[src/design/revo_pkg.sv]
`default_nettype none

package revo_pkg;

	// buckets carried by one clock50 word
	localparam int WORD_BUCKETS = 8;

	// field widths
	localparam int PERIOD_W = 13;
	localparam int PRESCALE_W = 8;
	localparam int REVOLUTION_COUNT_W = 16;

	// alternating-bit reference clock, bit 0 is the earliest bucket
	localparam logic [WORD_BUCKETS-1:0] CLOCK_PATTERN_0 = 8'hAA;
	localparam logic [WORD_BUCKETS-1:0] CLOCK_PATTERN_1 = 8'h55;

	// power-up hold before the generator starts
	localparam int READY_DELAY = 1024;
	localparam int READY_COUNT_W = $clog2(READY_DELAY);

	// revolution led hold time
	localparam int LED_STRETCH_CYCLES = 4096;
	localparam int STRETCH_COUNT_W = $clog2(LED_STRETCH_CYCLES + 1);

	// heartbeat counter bit on led 0
	localparam int HEARTBEAT_BIT = 22;

	typedef struct packed {
		// revolution length in buckets, 16 to 8191
		logic [PERIOD_W-1:0] period_buckets;
		// revolutions per trigger, 0 disables
		logic [PRESCALE_W-1:0] prescale;
		// 0 selects AA, 1 selects 55
		logic clock_phase;
	} bucket_cfg_t;

	typedef struct packed {
		logic [WORD_BUCKETS-1:0] clock_word;
		logic [WORD_BUCKETS-1:0] revo_word;
		logic [WORD_BUCKETS-1:0] trig_word;
		// OR of revo_word
		logic revo;
	} word_frame_t;

	typedef enum logic {
		idle = 1'b0,
		running = 1'b1
	} sequencer_state_t;

endpackage

`default_nettype wire

[src/design/reset_sequencer.sv]
`default_nettype none
`timescale 1ns/1ps

module reset_sequencer (
	input logic clock50,
	input logic rst_n,
	output logic run,
	output revo_pkg::sequencer_state_t state
);
	import revo_pkg::*;

	// cycles spent in idle since reset release
	logic [READY_COUNT_W-1:0] delay_count;

	always_ff @(posedge clock50) begin
		if (!rst_n) begin
			state <= idle;
			delay_count <= '0;
			run <= 1'b0;
		end else begin
			// run trails the state by one cycle
			run <= (state == running);
			if (state == idle) begin
				// leave idle one cycle early so run lands on READY_DELAY
				if (delay_count == READY_COUNT_W'(READY_DELAY - 1)) begin
					state <= running;
				end else begin
					delay_count <= delay_count + 1'b1;
				end
			end
		end
	end

endmodule

`default_nettype wire

[src/design/bucket_word_generator.sv]
`default_nettype none
`timescale 1ns/1ps

module bucket_word_generator (
	input logic clock50,
	input logic rst_n,
	input logic run,
	input revo_pkg::bucket_cfg_t cfg,
	input logic cfg_load,
	output revo_pkg::bucket_cfg_t active_cfg,
	output revo_pkg::word_frame_t word
);
	import revo_pkg::*;

	// bucket index of bit 0 of the current word
	logic [PERIOD_W-1:0] position;

	// one extra bit so the sum cannot wrap before the compare
	logic [PERIOD_W:0] advanced;
	logic [PERIOD_W-1:0] next_position;

	logic [WORD_BUCKETS-1:0] revo_bits;
	logic [WORD_BUCKETS-1:0] clock_bits;

	// configuration capture
	always_ff @(posedge clock50) begin
		if (!rst_n) begin
			active_cfg <= '0;
		end else if (cfg_load) begin
			active_cfg <= cfg;
		end
	end

	// bucket position within the revolution
	always_ff @(posedge clock50) begin
		if (!rst_n) begin
			position <= '0;
		end else if (cfg_load) begin
			// new config starts at the top of a revolution
			position <= '0;
		end else if (run) begin
			position <= next_position;
		end
	end

	// advance by one word, modulo the period
	always_comb begin
		advanced = {1'b0, position} + (PERIOD_W + 1)'(WORD_BUCKETS);
		if (advanced >= {1'b0, active_cfg.period_buckets}) begin
			// period is at least 16, one subtraction is enough
			next_position = PERIOD_W'(advanced - {1'b0, active_cfg.period_buckets});
		end else begin
			next_position = PERIOD_W'(advanced);
		end
	end

	// marker search over the eight buckets of this word
	always_comb begin
		logic [PERIOD_W:0] bucket_sum;
		revo_bits = '0;
		for (int k = 0; k < WORD_BUCKETS; k++) begin
			bucket_sum = {1'b0, position} + (PERIOD_W + 1)'(k);
			// position stays below the period, so only 0 or period can match
			if (bucket_sum == '0 || bucket_sum == {1'b0, active_cfg.period_buckets}) begin
				revo_bits[k] = 1'b1;
			end
		end
	end

	// reference clock pattern
	always_comb begin
		if (active_cfg.clock_phase) begin
			clock_bits = CLOCK_PATTERN_1;
		end else begin
			clock_bits = CLOCK_PATTERN_0;
		end
	end

	// word stays zero until the sequencer releases the generator
	always_comb begin
		word = '0;
		if (run) begin
			word.clock_word = clock_bits;
			word.revo_word = revo_bits;
			word.revo = |revo_bits;
		end
	end

endmodule

`default_nettype wire

[src/design/trigger_prescaler.sv]
`default_nettype none
`timescale 1ns/1ps

module trigger_prescaler (
	input logic clock50,
	input logic rst_n,
	input logic run,
	input revo_pkg::bucket_cfg_t active_cfg,
	input logic cfg_load,
	input revo_pkg::word_frame_t word,
	output revo_pkg::word_frame_t frame,
	output logic [15:0] revolution_count
);
	import revo_pkg::*;

	// revolutions seen since the last load or trigger
	logic [PRESCALE_W-1:0] revo_phase;
	logic marker;
	logic triggers_on;
	logic trigger_hit;
	word_frame_t frame_next;

	assign marker = run && word.revo;
	assign triggers_on = (active_cfg.prescale != '0);

	// first marker after a load is revolution 1
	assign trigger_hit = marker && triggers_on &&
		(PRESCALE_W'(revo_phase + 1'b1) == active_cfg.prescale);

	always_ff @(posedge clock50) begin
		if (!rst_n) begin
			revo_phase <= '0;
		end else if (cfg_load) begin
			revo_phase <= '0;
		end else if (trigger_hit) begin
			revo_phase <= '0;
		end else if (marker && triggers_on) begin
			revo_phase <= revo_phase + 1'b1;
		end
	end

	// copy the marker into the trigger word on the selected revolution
	always_comb begin
		frame_next = word;
		frame_next.trig_word = '0;
		if (trigger_hit) begin
			frame_next.trig_word = word.revo_word;
		end
	end

	// output frame and running total, updated on the same edge
	always_ff @(posedge clock50) begin
		if (!rst_n) begin
			frame <= '0;
			revolution_count <= '0;
		end else begin
			frame <= frame_next;
			if (marker) begin
				revolution_count <= revolution_count + 1'b1;
			end
		end
	end

endmodule

`default_nettype wire

[src/design/status_leds.sv]
`default_nettype none
`timescale 1ns/1ps

module status_leds (
	input logic clock50,
	input logic rst_n,
	input revo_pkg::sequencer_state_t state,
	input logic revo,
	input logic [7:0] prescale,
	output logic [7:0] led
);
	import revo_pkg::*;

	logic [HEARTBEAT_BIT:0] heartbeat;

	// cycles left on the revolution blink
	logic [STRETCH_COUNT_W-1:0] stretch_count;
	logic [7:0] led_next;

	always_ff @(posedge clock50) begin
		if (!rst_n) begin
			heartbeat <= '0;
		end else begin
			heartbeat <= heartbeat + 1'b1;
		end
	end

	// a marker restarts the hold, otherwise count down to zero
	always_ff @(posedge clock50) begin
		if (!rst_n) begin
			stretch_count <= '0;
		end else if (revo) begin
			stretch_count <= STRETCH_COUNT_W'(LED_STRETCH_CYCLES);
		end else if (stretch_count != '0) begin
			stretch_count <= stretch_count - 1'b1;
		end
	end

	// led map, unused positions stay dark
	always_comb begin
		led_next = '0;
		led_next[7] = (state == running);
		led_next[6] = (prescale != '0);
		led_next[4] = revo || (stretch_count != '0);
		led_next[2] = (state == idle);
		led_next[0] = heartbeat[HEARTBEAT_BIT];
	end

	always_ff @(posedge clock50) begin
		if (!rst_n) begin
			led <= '0;
		end else begin
			led <= led_next;
		end
	end

endmodule

`default_nettype wire

[src/design/revo_generator_top.sv]
`default_nettype none
`timescale 1ns/1ps

module revo_generator_top (
	input logic clock50,
	input logic rst_n,
	input revo_pkg::bucket_cfg_t cfg,
	input logic cfg_load,
	output revo_pkg::word_frame_t frame,
	output logic [15:0] revolution_count,
	output logic [7:0] led
);
	import revo_pkg::*;

	logic run;
	sequencer_state_t state;

	// config in use and the unregistered word for this cycle
	bucket_cfg_t active_cfg;
	word_frame_t word;

	// power-up hold
	reset_sequencer reset_sequencer_inst (
		.clock50 (clock50),
		.rst_n   (rst_n),
		.run     (run),
		.state   (state)
	);

	// bucket position and marker placement
	bucket_word_generator bucket_word_generator_inst (
		.clock50    (clock50),
		.rst_n      (rst_n),
		.run        (run),
		.cfg        (cfg),
		.cfg_load   (cfg_load),
		.active_cfg (active_cfg),
		.word       (word)
	);

	// trigger gating and output register
	trigger_prescaler trigger_prescaler_inst (
		.clock50          (clock50),
		.rst_n            (rst_n),
		.run              (run),
		.active_cfg       (active_cfg),
		.cfg_load         (cfg_load),
		.word             (word),
		.frame            (frame),
		.revolution_count (revolution_count)
	);

	// front panel
	status_leds status_leds_inst (
		.clock50  (clock50),
		.rst_n    (rst_n),
		.state    (state),
		.revo     (frame.revo),
		.prescale (active_cfg.prescale),
		.led      (led)
	);

endmodule

`default_nettype wire

[config.mk]
export PLATFORM = sky130hd
export DESIGN_NAME = revo_generator_top
export DESIGN_NICKNAME = d
export VERILOG_FILES = /design/src/design/revo_pkg.sv /design/src/design/reset_sequencer.sv /design/src/design/bucket_word_generator.sv /design/src/design/trigger_prescaler.sv /design/src/design/status_leds.sv /design/src/design/revo_generator_top.sv
export SDC_FILE = /design/constraint.sdc
export NUM_CORES = 1
export LEC_CHECK = 0
export BUFFER_PORTS_ARGS = -buffer_cell sky130_fd_sc_hd__buf_2
export CAP_MARGIN = 20
export CORE_UTILIZATION = 45
export DETAILED_ROUTE_END_ITERATION = 7
export PLACE_DENSITY = 0.74
export SLEW_MARGIN = 0
export SYNTH_ARGS = -nofsm -noshare
export SYNTH_HDL_FRONTEND = slang
export SYNTH_SLANG_ARGS = --single-unit
[constraint.sdc]
create_clock -name clock50 -period 3.5 [get_ports clock50]
set_input_delay 0.7 -clock clock50 [delete_from_list [all_inputs] [get_ports clock50]]
set_output_delay 0.7 -clock clock50 [all_outputs]
set_load 0.01 [all_outputs]
==> results by group, run 1 <==
Cells and area
  • Seq. cell area: 2610 µm²
  • Commonest non-fill, non-tap cell in the layout: nor2_1
  • Total Nets Final: 1321
  • Area Overhead vs Synth: 20.1%
  • # fillers: between 1500 and 2000
  • Layout cells sized above 1: 20.8%
  • # diodes: 0
  • Most frequent cells in the layout: nor2_1, dfxtp_1, buf_4
  • Multi-input gate area: between 5000 and 6000 µm²

Min path
  • Hold Crit Class: flop to flop

Synthesis
  • Mapped Cells: roughly 1100
  • Synth area leaders: dfxtp_1, xnor2_1, nor2_1
  • Post-synth top area cell: dfxtp_1
  • Mapped cell area: between 9000 and 10000 µm²
  • Synth warnings: 0
  • FFs w/ async S/R, synth: 0%
  • Seq/Total Area, Yosys: between 20% and 30%
  • Avg Inst Size Synth: 7.88 µm²
  • Synthesized flop and latch total: between 100 and 150
  • Post-synth cell types: 83
  • Synth top area share: about 29%
  • Top FF cell, synth: dfxtp_1
  • EDFF count, synth: 0

Route
  • DRT Wirelength: between 20000 and 30000 µm
  • Routed via count: just over 9000
  • Pre-antenna DRT Iters: 8
  • Initial drt markers: a little over 900
  • Mean number of vias per cell: around 5.9
  • DRC violations left: 0
  • Wirelength per Cell: roughly 18 µm
  • Routed Antenna Nets: 0

Clocking
  • H-tree lvl count: 4
  • Worst-Skew Late Latency: between 0.4 and 0.5 ns
  • Clk sinks: between 100 and 150
  • Clk slew on worst S/H paths: roughly 0.06 ns
  • Inserted Clock Buffers: 17
  • CTS tree: built
  • Max clock buf depth: 2
  • CTS root buf: clkbuf_16

Setup path
  • CP max FO: 20
  • Crit. End Element: flop
  • Critical path buffer and inverter count: 2
  • Critical path class: flop to flop
  • Startpoint types: flop
  • Critical Path Slowest Stage Cell: xnor2_1
  • Top Family by Delay on Critical Path: simple AND/OR/NAND/NOR gates
  • WP data required: 3.86 ns
  • Cells along the critical path: buf_4 > xnor2_1 > xnor2_1 > a31o_2 > nand4_1 > o32a_1 > and3b_1 > nand4_4 > buf_4 > o21ai_4 > or4_1 > a21oi_1
  • Arrival time at the worst endpoint: between 3 and 4 ns
  • Slowest stage delay, CP: approximately 0.67 ns
  • Reg2Reg Setup Slack: approximately 0.096 ns

Placement
  • Routability congestion estimate: between 1 and 1.5
  • Port-buffer cells: 70
  • Pre-CTS setup slack: -0.288 ns
  • Post-DP HPWL: between 20000 and 25000 µm

STA
  • Setup violations, final: 0
  • Max Clock Skew: 0.0125 ns
  • Crit share post-route: 97.3%
  • Fin. Hold Viols: 0
  • Slew HR: between 40% and 50%
  • Slew @ Worst Pin: roughly 0.81 ns
  • Setup TNS: 0 ns
  • Fin crit period: 3.40 ns
  • Max Slew Vio Count: 0
  • Final setup margin: ~0.096 ns
  • FMAX: between 200 and 300 MHz

Global route
  • GR Overflow Total: 0
  • Vias in the first global route: between 8000 and 9000
  • First-pass GRT wire length: 44100 µm
  • Global Route Usage Sum: approximately 28%
  • Largest net degree at the start of global routing: 46
  • Initial antenna violation count: 0

Floorplanning
  • DIE AREA: 20600 µm²
  • Initial core utilization: around 46%
  • Die W: 144 µm
  • FP Rows: between 50 and 60
  • Core area: ~20000 µm²
  • IO Pins: 74
  • Die height: 144 µm

Status
  • Outcome: finished, final reports clean

Pwr
  • P per Cell Area: 369 nW/µm²
  • Leakage power: approximately 4.5 nW
  • Max VDD drop: approximately 0.00032 V

Job
  • Max-capacitance violation count: 0
## worst paths after layout
path | start | to | cells past startpoint
hold reg to reg | reset_sequencer_inst.state$_SDFF_PN0_ | status_leds_inst.led[2]$_SDFF_PN0_ | 1
setup reg to reg | bucket_word_generator_inst.position[6]$_SDFFE_PP0P_ | trigger_prescaler_inst.revolution_count[13]$_SDFFE_PN0P_ | 12
setup / recovery | bucket_word_generator_inst.position[6]$_SDFFE_PP0P_ | trigger_prescaler_inst.revolution_count[13]$_SDFFE_PN0P_ | 12
hold / removal | reset_sequencer_inst.state$_SDFF_PN0_ | status_leds_inst.led[2]$_SDFF_PN0_ | 1
## area by class of cell
cell class / instances / share of cell area, %
Multi-Input combinational cell: 898 / 55.0
Sequential cell: 130 / 24.1
Timing Repair Buffer: 182 / 11.5
Clock buffer: 19 / 4.09
Tap cell: 265 / 3.06
Inverter: 35 / 1.21
Clock inverter: 13 / 1.06
## cells in the mapped netlist, drive strengths merged, types with 7 or more instances
cell type and number:
nor2 156, dfxtp 130, nand2 89, xnor2 72, xor2 59, a21oi 55, o21ai 53, buf 46
nand3 40, clkbuf 39, nor3 36, inv 35, mux2i 33, ha 31, nand4 24, or3 22
and3 18, a31oi 16, or4 14, a21o 12, o211ai 11, and2 10, nor4 10, o31ai 9
a211oi 8, nor2b 8, o2111ai 8, or2 7
## through the flow
step	power, mW	instance area [µm²]	instances	hold slack (ns)	utilization, %
after global placement	2.30	10200	1508	0.414	51.9
after detailed placement	2.32	10200	1508	0.429	51.9
after floorplan	2.14	9030	1148	0.394	-
after CTS	4.02	10700	1540	0.434	54.8
after global routing	4.17	10800	1542	0.461	55.3
final	4.00	10800	1542	0.439	55.3
## routing by layer
metal  track usage [%]  share of wire (%)  vias to the layer above
met3              7.90                 10                      126
met2              43.8                 44                      497
li1                  -                  -                     4289
met5                 0                  0                        -
met4              15.4                5.4                        0
met1              35.0                 40                     4206
## power breakdown
part | internal (mW) | switching [mW]
registers | 1.56 | 0.0748
clock network | 0.948 | 0.744
logic | 0.297 | 0.380
total | 2.81 | 1.20
## state kept, by name, summed over array words and instances, names as in the netlist
signal and cells:
reset_sequencer_inst.delay_count 10, status_leds_inst.stretch_count 13, status_leds_inst.led 4, reset_sequencer_inst.run 1, trigger_prescaler_inst.revo_phase 8, bucket_word_generator_inst.active_cfg 22
reset_sequencer_inst.state 1, status_leds_inst.heartbeat 23, trigger_prescaler_inst.revolution_count 16, trigger_prescaler_inst.frame 19, bucket_word_generator_inst.position 13
## cell families after synthesis
group | after synthesis | synth area share [%]
fa+ha+maj | 32 | 4.52
flops | 130 | 28.8
other cells | 1 | 0.0415
compound gates | 227 | 16.8
buf+inv | 120 | 6.15
simple gates | 466 | 25.9
xor+xnor | 131 | 13.4
mux | 39 | 4.41
## timing repair
| item | 4_1_cts | 5_1_grt |
|---|---|---|
| setup buffers | 0 | 2 |
| hold buffers | 0 | 0 |
| setup endpoints to repair | 23 | 31 |
| pin swaps | 0 | 5 |
| resized for setup | 2 | 23 |
Power figures use the tool's default switching activity.
==> run 2: changes to the inputs <==
--- a/config.mk
+++ b/config.mk
@@ -7,9 +7,9 @@
 export LEC_CHECK = 0
 export BUFFER_PORTS_ARGS = -buffer_cell sky130_fd_sc_hd__buf_2
 export CAP_MARGIN = 20
-export CORE_UTILIZATION = 45
+export CORE_UTILIZATION = 55
 export DETAILED_ROUTE_END_ITERATION = 7
-export PLACE_DENSITY = 0.74
+export PLACE_DENSITY = 0.86
 export SLEW_MARGIN = 0
 export SYNTH_ARGS = -nofsm -noshare
 export SYNTH_HDL_FRONTEND = slang
==> results by group, run 2 (same netlist as run 1, synthesis figures left out) <==
Placement
  • Pre-CTS setup slack: -0.0518 ns (+0.236 ns)
  • Post-DP HPWL: 22600 µm (+7.8%)
  • Port-buffer cells: 70 (unchanged)
  • Placed Area: 10300 µm² (+1.6%)
  • Routability congestion estimate: 1.08 (-0.51%)

Cells and area
  • Max reg flops: 23 (unchanged)
  • Most frequent cells in the layout: nor2_1, buf_4, dfxtp_1
  • Commonest non-fill, non-tap cell in the layout: nor2_1
  • Biggest register: status_leds_inst.heartbeat
  • # fillers: 1261 (-30%)
  • Total Nets Final: 1359 (+2.9%)
  • Layout cells sized above 1: 24.3% (+3.4 points)
  • Post-route cell area: 11100 µm² (+2.8%)
  • Area Overhead vs Synth: 23.5%
  • Top flop regs: status_leds_inst.heartbeat (23), bucket_word_generator_inst.active_cfg (22), trigger_prescaler_inst.frame (19)

Clocking
  • Clk slew on worst S/H paths: 0.06 ns (about the same)
  • CTS tree: built
  • CTS root buf: clkbuf_16
  • H-tree lvl count: 4 (unchanged)
  • Worst-Skew Late Latency: 0.43 ns (about the same)
  • Max clock buf depth: 2 (unchanged)
  • Clk sinks: 130 (unchanged)
  • Hold buffer count at cts: 0 (unchanged)
  • Inserted Clock Buffers: 17 (unchanged)

Pwr
  • Int Pwr: 2.91 mW (+3.8%)
  • Switching power total: 1.23 mW (+2.4%)
  • Leakage power: 4.69 nW (+3.6%)
  • Reg power frac: 39.6% (-1.2 points)
  • P per Cell Area: 371 nW/µm² (+0.51%)
  • Total power: 4.14 mW (+3.4%)
  • Sw Share: 29.6% (-0.29 points)
  • Comb power frac: 17.4% (+0.5 points)
  • Max VDD drop: 0.000387 V (+21%)
  • Clk pwr share: 43.1% (+0.8 points)

STA
  • Setup violations, final: 0 (unchanged)
  • Slew HR: 48.3% (+2.9 points)
  • Fin. Hold Viols: 0 (unchanged)
  • RSZ-0062 raised after global routing: true
  • Setup TNS: 0 ns (unchanged)
  • Crit share post-route: 97.7% (+0.46 points)
  • Slew @ Worst Pin: 0.776 ns (-0.0370 ns)
  • Final setup margin: 0.0797 ns (-0.0163 ns)
  • Max Clock Skew: 0.00973 ns (-0.00274 ns)
  • Fin crit period: 3.42 ns (+0.0163 ns)
  • Max Slew Vio Count: 0 (unchanged)
  • FMAX: 292 MHz (-0.48%)

Global route
  • Largest net degree at the start of global routing: 44 (-4.3%)
  • Vias in the first global route: 8895 (+6.9%)
  • Initial antenna violation count: 1 (+1)
  • First-pass GRT wire length: 46600 µm (+5.8%)
  • Global Route Usage Sum: 36.2% (+8.1 points)
  • GR Overflow Total: 0 (unchanged)

Route
  • Wirelength per Cell: 19.6 µm (+6.4%)
  • Mean number of vias per cell: 6.15 (+4.0%)
  • DRC violations left: 0 (unchanged)
  • Initial drt markers: 954 (+2.9%)
  • DRT Wirelength: 30000 µm (+5.7%)
  • Routed via count: 9418 (+3.3%)
  • Routed Antenna Nets: 0 (unchanged)
  • Pre-antenna DRT Iters: 6 (-2)

Floorplanning
  • Die height: 130 µm (-9.4%)
  • IO Pins: 74 (unchanged)
  • FP Rows: 46 (-9.8%)
  • Initial core utilization: 56.6% (+11 points)
  • Die W: 130 µm (-9.4%)
  • Core area: 15900 µm² (-19%)
  • DIE AREA: 16900 µm² (-18%)

Min path
  • Hold Crit Class: flop to flop

Setup path
  • CP max FO: 8 (-60%)
  • WP data required: 3.80 ns (-0.06 ns)
  • Startpoint types: flop
  • Arrival time at the worst endpoint: 3.72 ns (-0.04 ns)
  • Critical path class: flop to flop
  • Crit. End Element: flop
  • Reg2Reg Setup Slack: 0.08 ns (-0.02 ns)

Job
  • Max-capacitance violation count: 0 (unchanged)

Status
  • Outcome: finished, final reports clean
-- run 2: cell types whose count changed in the layout (fill, tap and decap cells not counted), sizes merged --
cell,before,now
bufinv,0,1
buf,182,220
diode,0,1
inv,43,42
-- run 2: cell type report --
class / instances / area [µm²] / area share [%]
flip-flops and latches: 130 / 2620 / 23.5
clock inverters: 13 / 139 / 1.25
diodes: 1 / 2.50 / 0.0224
inverters: 35 / 131 / 1.18
multi-input cells: 898 / 6040 / 54.2
clock buffers: 19 / 453 / 4.06
well taps: 216 / 270 / 2.42
repair buffers: 220 / 1500 / 13.4
-- run 2: power by group through the flow --
stage | clock (mW) | sequential (mW) | combinational [mW]
floorplan | 0 | 1.65 | 0.492
global placement | 0 | 1.66 | 0.650
detailed placement | 0 | 1.66 | 0.680
CTS | 1.80 | 1.63 | 0.690
global route | 1.87 | 1.65 | 0.787
finish | 1.78 | 1.64 | 0.719
-- run 2: final timing paths --
kind                                                        from                                                       to  cells after the start
max          bucket_word_generator_inst.position[8]$_SDFFE_PP0P_  trigger_prescaler_inst.revolution_count[3]$_SDFFE_PN0P_                     13
min                     status_leds_inst.heartbeat[0]$_SDFF_PN0_                 status_leds_inst.heartbeat[0]$_SDFF_PN0_                      1
max reg2reg  bucket_word_generator_inst.position[8]$_SDFFE_PP0P_  trigger_prescaler_inst.revolution_count[3]$_SDFFE_PN0P_                     13
min reg2reg             status_leds_inst.heartbeat[0]$_SDFF_PN0_                 status_leds_inst.heartbeat[0]$_SDFF_PN0_                      1
-- run 2: metrics by stage --
stage / hold WS, ns / util [%] / instances
4_1_cts: 0.459 / 68.6 / 1526
3_3_place_gp: 0.431 / 64.8 / 1494
6_report: 0.457 / 69.9 / 1532
2_1_floorplan: 0.394 / - / 1148
5_1_grt: 0.487 / 69.9 / 1531
3_5_place_dp: 0.450 / 64.8 / 1494
-- run 2: layer usage --
metal	track usage, %	vias up	part of all wire, %
li1	-	4369	-
met1	44.4	4421	39
met2	58.0	497	46
met3	7.50	131	8.6
met4	22.9	0	6.3
met5	0	-	0
-- run 2: critical path, cell delays in order, from the launching register on --
cell       delay [ns]
dfxtp_2          0.41
buf_4            0.15
nand4_1          0.23
or3_1            0.56
o2111ai_1        0.34
or4_1            0.18
o32a_1           0.24
and3b_1          0.25
nand4_4          0.13
buf_6            0.18
o21ai_4          0.20
buf_4            0.17
xor2_1           0.17
nor2_1           0.06
-- run 2: what timing repair did --
item,4_1_cts,5_1_grt
buffers inserted,0,5
pin swaps,0,3
gates resized for setup,4,39
endpoints found under the setup margin,5,37
==> run 3: changes to the inputs <==
--- a/config.mk
+++ b/config.mk
@@ -7,6 +7,7 @@
 export LEC_CHECK = 0
 export BUFFER_PORTS_ARGS = -buffer_cell sky130_fd_sc_hd__buf_2
 export CAP_MARGIN = 20
+export CORE_MARGIN = 8
 export CORE_UTILIZATION = 55
 export DETAILED_ROUTE_END_ITERATION = 7
 export PLACE_DENSITY = 0.86
==> results by group, run 3 (same netlist as run 1, synthesis figures left out) <==
Placement
  • Port-buffer cells: 70 (unchanged)
  • Post-DP HPWL: 23100 µm (+2.4%)
  • Inst Count DP: 1475 (-1.3%)
  • Pre-CTS setup slack: 0.0458 ns (+0.0976 ns)
  • Placed Area: 10200 µm² (-1.1%)
  • Routability congestion estimate: 1.05 (-2.8%)

STA
  • Crit share post-route: 97.6% (-0.14 points)
  • Final setup margin: 0.0844 ns (+0.00473 ns)
  • Max Clock Skew: 0.0186 ns (+0.00886 ns)
  • Slew @ Worst Pin: 0.692 ns (-0.0835 ns)
  • Fin crit period: 3.42 ns (-0.00473 ns)
  • RSZ-0062 raised after global routing: true
  • Slew HR: 53.2% (+4.9 points)
  • Setup TNS: 0 ns (unchanged)
  • Max Slew Vio Count: 0 (unchanged)
  • Hold Slack: 0.464 ns (+0.00679 ns)
  • Fin. Hold Viols: 0 (unchanged)
  • Setup violations, final: 0 (unchanged)
  • FMAX: 293 MHz (+0.14%)

Route
  • Routed via count: 9422 (+0.042%)
  • DRT Wirelength: 31300 µm (+4.4%)
  • DRC violations left: 0 (unchanged)
  • Mean number of vias per cell: 6.22 (+1.1%)
  • Routed Antenna Nets: 0 (unchanged)
  • Initial drt markers: 892 (-6.5%)
  • Pre-antenna DRT Iters: 5 (-1)
  • Wirelength per Cell: 20.7 µm (+5.5%)

Pwr
  • Sw Share: 31.7% (+2.1 points)
  • Leakage power: 4.64 nW (-1.0%)
  • Clk pwr share: 43.2% (about the same)
  • Switching power total: 1.32 mW (+7.7%)
  • Reg power frac: 39.3% (-0.3 points)
  • Total power: 4.16 mW (+0.65%)
  • Int Pwr: 2.84 mW (-2.3%)
  • Max VDD drop: 0.000359 V (-7.1%)
  • P per Cell Area: 376 nW/µm² (+1.2%)
  • Comb power frac: 17.4% (about the same)

Global route
  • First-pass GRT wire length: 48200 µm (+3.3%)
  • Global Route Usage Sum: 30.2% (-6.0 points)
  • GR Overflow Total: 0 (unchanged)
  • Largest net degree at the start of global routing: 40 (-9.1%)
  • Vias in the first global route: 8876 (-0.21%)
  • Initial antenna violation count: 0 (-1)

Setup path
  • R2R Path End: trigger_prescaler_inst.revo_phase[7]$_SDFFE_PP0P_
  • Crit. End Element: flop
  • Reg2reg start: bucket_word_generator_inst.position[5]$_SDFFE_PP0P_
  • Startpoint types: flop
  • WP data required: 3.83 ns (+0.03 ns)
  • Reg2Reg Setup Slack: 0.08 ns (about the same)
  • Arrival time at the worst endpoint: 3.75 ns (+0.03 ns)
  • CP max FO: 9 (+1)
  • Critical path class: flop to flop
  • R2R cell count: 12 (-1)

Min path
  • Worst hold path depth: 1 (unchanged)
  • Hold_sp: status_leds_inst.heartbeat[0]$_SDFF_PN0_
  • Hold Crit Class: flop to flop
  • Endpoint, Worst Hold: status_leds_inst.heartbeat[0]$_SDFF_PN0_

Cells and area
  • Commonest non-fill, non-tap cell in the layout: nor2_1
  • # diodes: 0 (-1)
  • Post-route cell area: 11100 µm² (-0.55%)
  • Most frequent cells in the layout: nor2_1, dfxtp_1, buf_4
  • Max reg flops: 23 (unchanged)
  • Biggest register: status_leds_inst.heartbeat
  • Top flop regs: status_leds_inst.heartbeat (23), bucket_word_generator_inst.active_cfg (22), trigger_prescaler_inst.frame (19)
  • Layout cells sized above 1: 23.1% (-1.2 points)
  • Total Nets Final: 1340 (-1.4%)
  • # fillers: 1295 (+2.7%)
  • Final cell count without fillers: 1516 (-1.0%)
  • Finished Core Util: 68.1% (-1.9 points)
  • Area Overhead vs Synth: 22.8%

Clocking
  • Hold buffer count at cts: 0 (unchanged)
  • Clk sinks: 130 (unchanged)
  • Worst-Skew Late Latency: 0.44 ns (about the same)
  • Max clock buf depth: 2 (unchanged)
  • CTS root buf: clkbuf_16
  • H-tree lvl count: 4 (unchanged)
  • Clk slew on worst S/H paths: 0.07 ns (about the same)
  • Inserted Clock Buffers: 17 (unchanged)
  • CTS tree: built

Floorplanning
  • Initial core utilization: 55.4% (-1.2 points)
  • DIE AREA: 20800 µm² (+23%)
  • Core area: 16300 µm² (+2.2%)
  • Die height: 144 µm (+11%)
  • IO Pins: 74 (unchanged)
  • FP Rows: 47 (+2.2%)
  • Die W: 144 µm (+11%)

Status
  • Outcome: finished, final reports clean

Job
  • Max-capacitance violation count: 0 (unchanged)
==> run 3: repair_timing <==
item / in CTS / in global routing
resized for setup: 0 / 40
setup buffers: 0 / 8
setup endpoints to repair: 0 / 34
==> run 3: how the worst max path moves through the flow <==
stage                                                              from                                                       end  slack, ns  cells after the start
floorplan           bucket_word_generator_inst.position[7]$_SDFFE_PP0P_       bucket_word_generator_inst.position[7]$_SDFFE_PP0P_       0.02                     16
global placement    bucket_word_generator_inst.position[2]$_SDFFE_PP0P_  trigger_prescaler_inst.revolution_count[15]$_SDFFE_PN0P_       0.05                     13
detailed placement  bucket_word_generator_inst.position[2]$_SDFFE_PP0P_  trigger_prescaler_inst.revolution_count[15]$_SDFFE_PN0P_       0.05                     13
CTS                 bucket_word_generator_inst.position[2]$_SDFFE_PP0P_   trigger_prescaler_inst.revolution_count[5]$_SDFFE_PN0P_      0.009                     13
global route        bucket_word_generator_inst.position[4]$_SDFFE_PP0P_       bucket_word_generator_inst.position[9]$_SDFFE_PP0P_      -0.05                     15
finish              bucket_word_generator_inst.position[5]$_SDFFE_PP0P_         trigger_prescaler_inst.revo_phase[7]$_SDFFE_PP0P_       0.08                     12
==> run 3: power by group through the flow <==
| stage | sequential, mW | combinational [mW] | clock (mW) |
|---|---|---|---|
| after detailed placement | 1.67 | 0.675 | 0 |
| after global routing | 1.65 | 0.794 | 1.88 |
| after floorplan | 1.65 | 0.492 | 0 |
| final | 1.64 | 0.726 | 1.80 |
| after global placement | 1.66 | 0.653 | 0 |
| after CTS | 1.64 | 0.692 | 1.82 |
==> run 3: layout make-up <==
class | instances | area, µm² | share of cell area (%)
timing repair buffer | 201 | 1430 | 12.9
tap | 220 | 275 | 2.48
clock buffer | 17 | 425 | 3.84
inverter | 35 | 135 | 1.22
clock inverter | 15 | 193 | 1.74
sequential | 130 | 2610 | 23.5
multi-input combinational | 898 | 6020 | 54.3
==> run 3: per-layer routing <==
metal | vias up | wire, µm | GRT usage, %
met5 | - | 0 | 0
met4 | 0 | 1610 | 16.5
li1 | 4320 | - | -
met3 | 112 | 2850 | 7.16
met2 | 510 | 14900 | 49.7
met1 | 4480 | 12000 | 35.7
==> run 3: critical path: stages (launching register included) <==
cell and delay [ns]:
dfxtp_1 0.43, buf_4 0.22, nand4_2 0.25, buf_4 0.24
xnor2_1 0.24, a31oi_1 0.13, a211oi_1 0.33, nand4_1 0.16
a22o_1 0.32, nand4_4 0.17, o21ai_4 0.12, or3_1 0.42
a32o_1 0.28
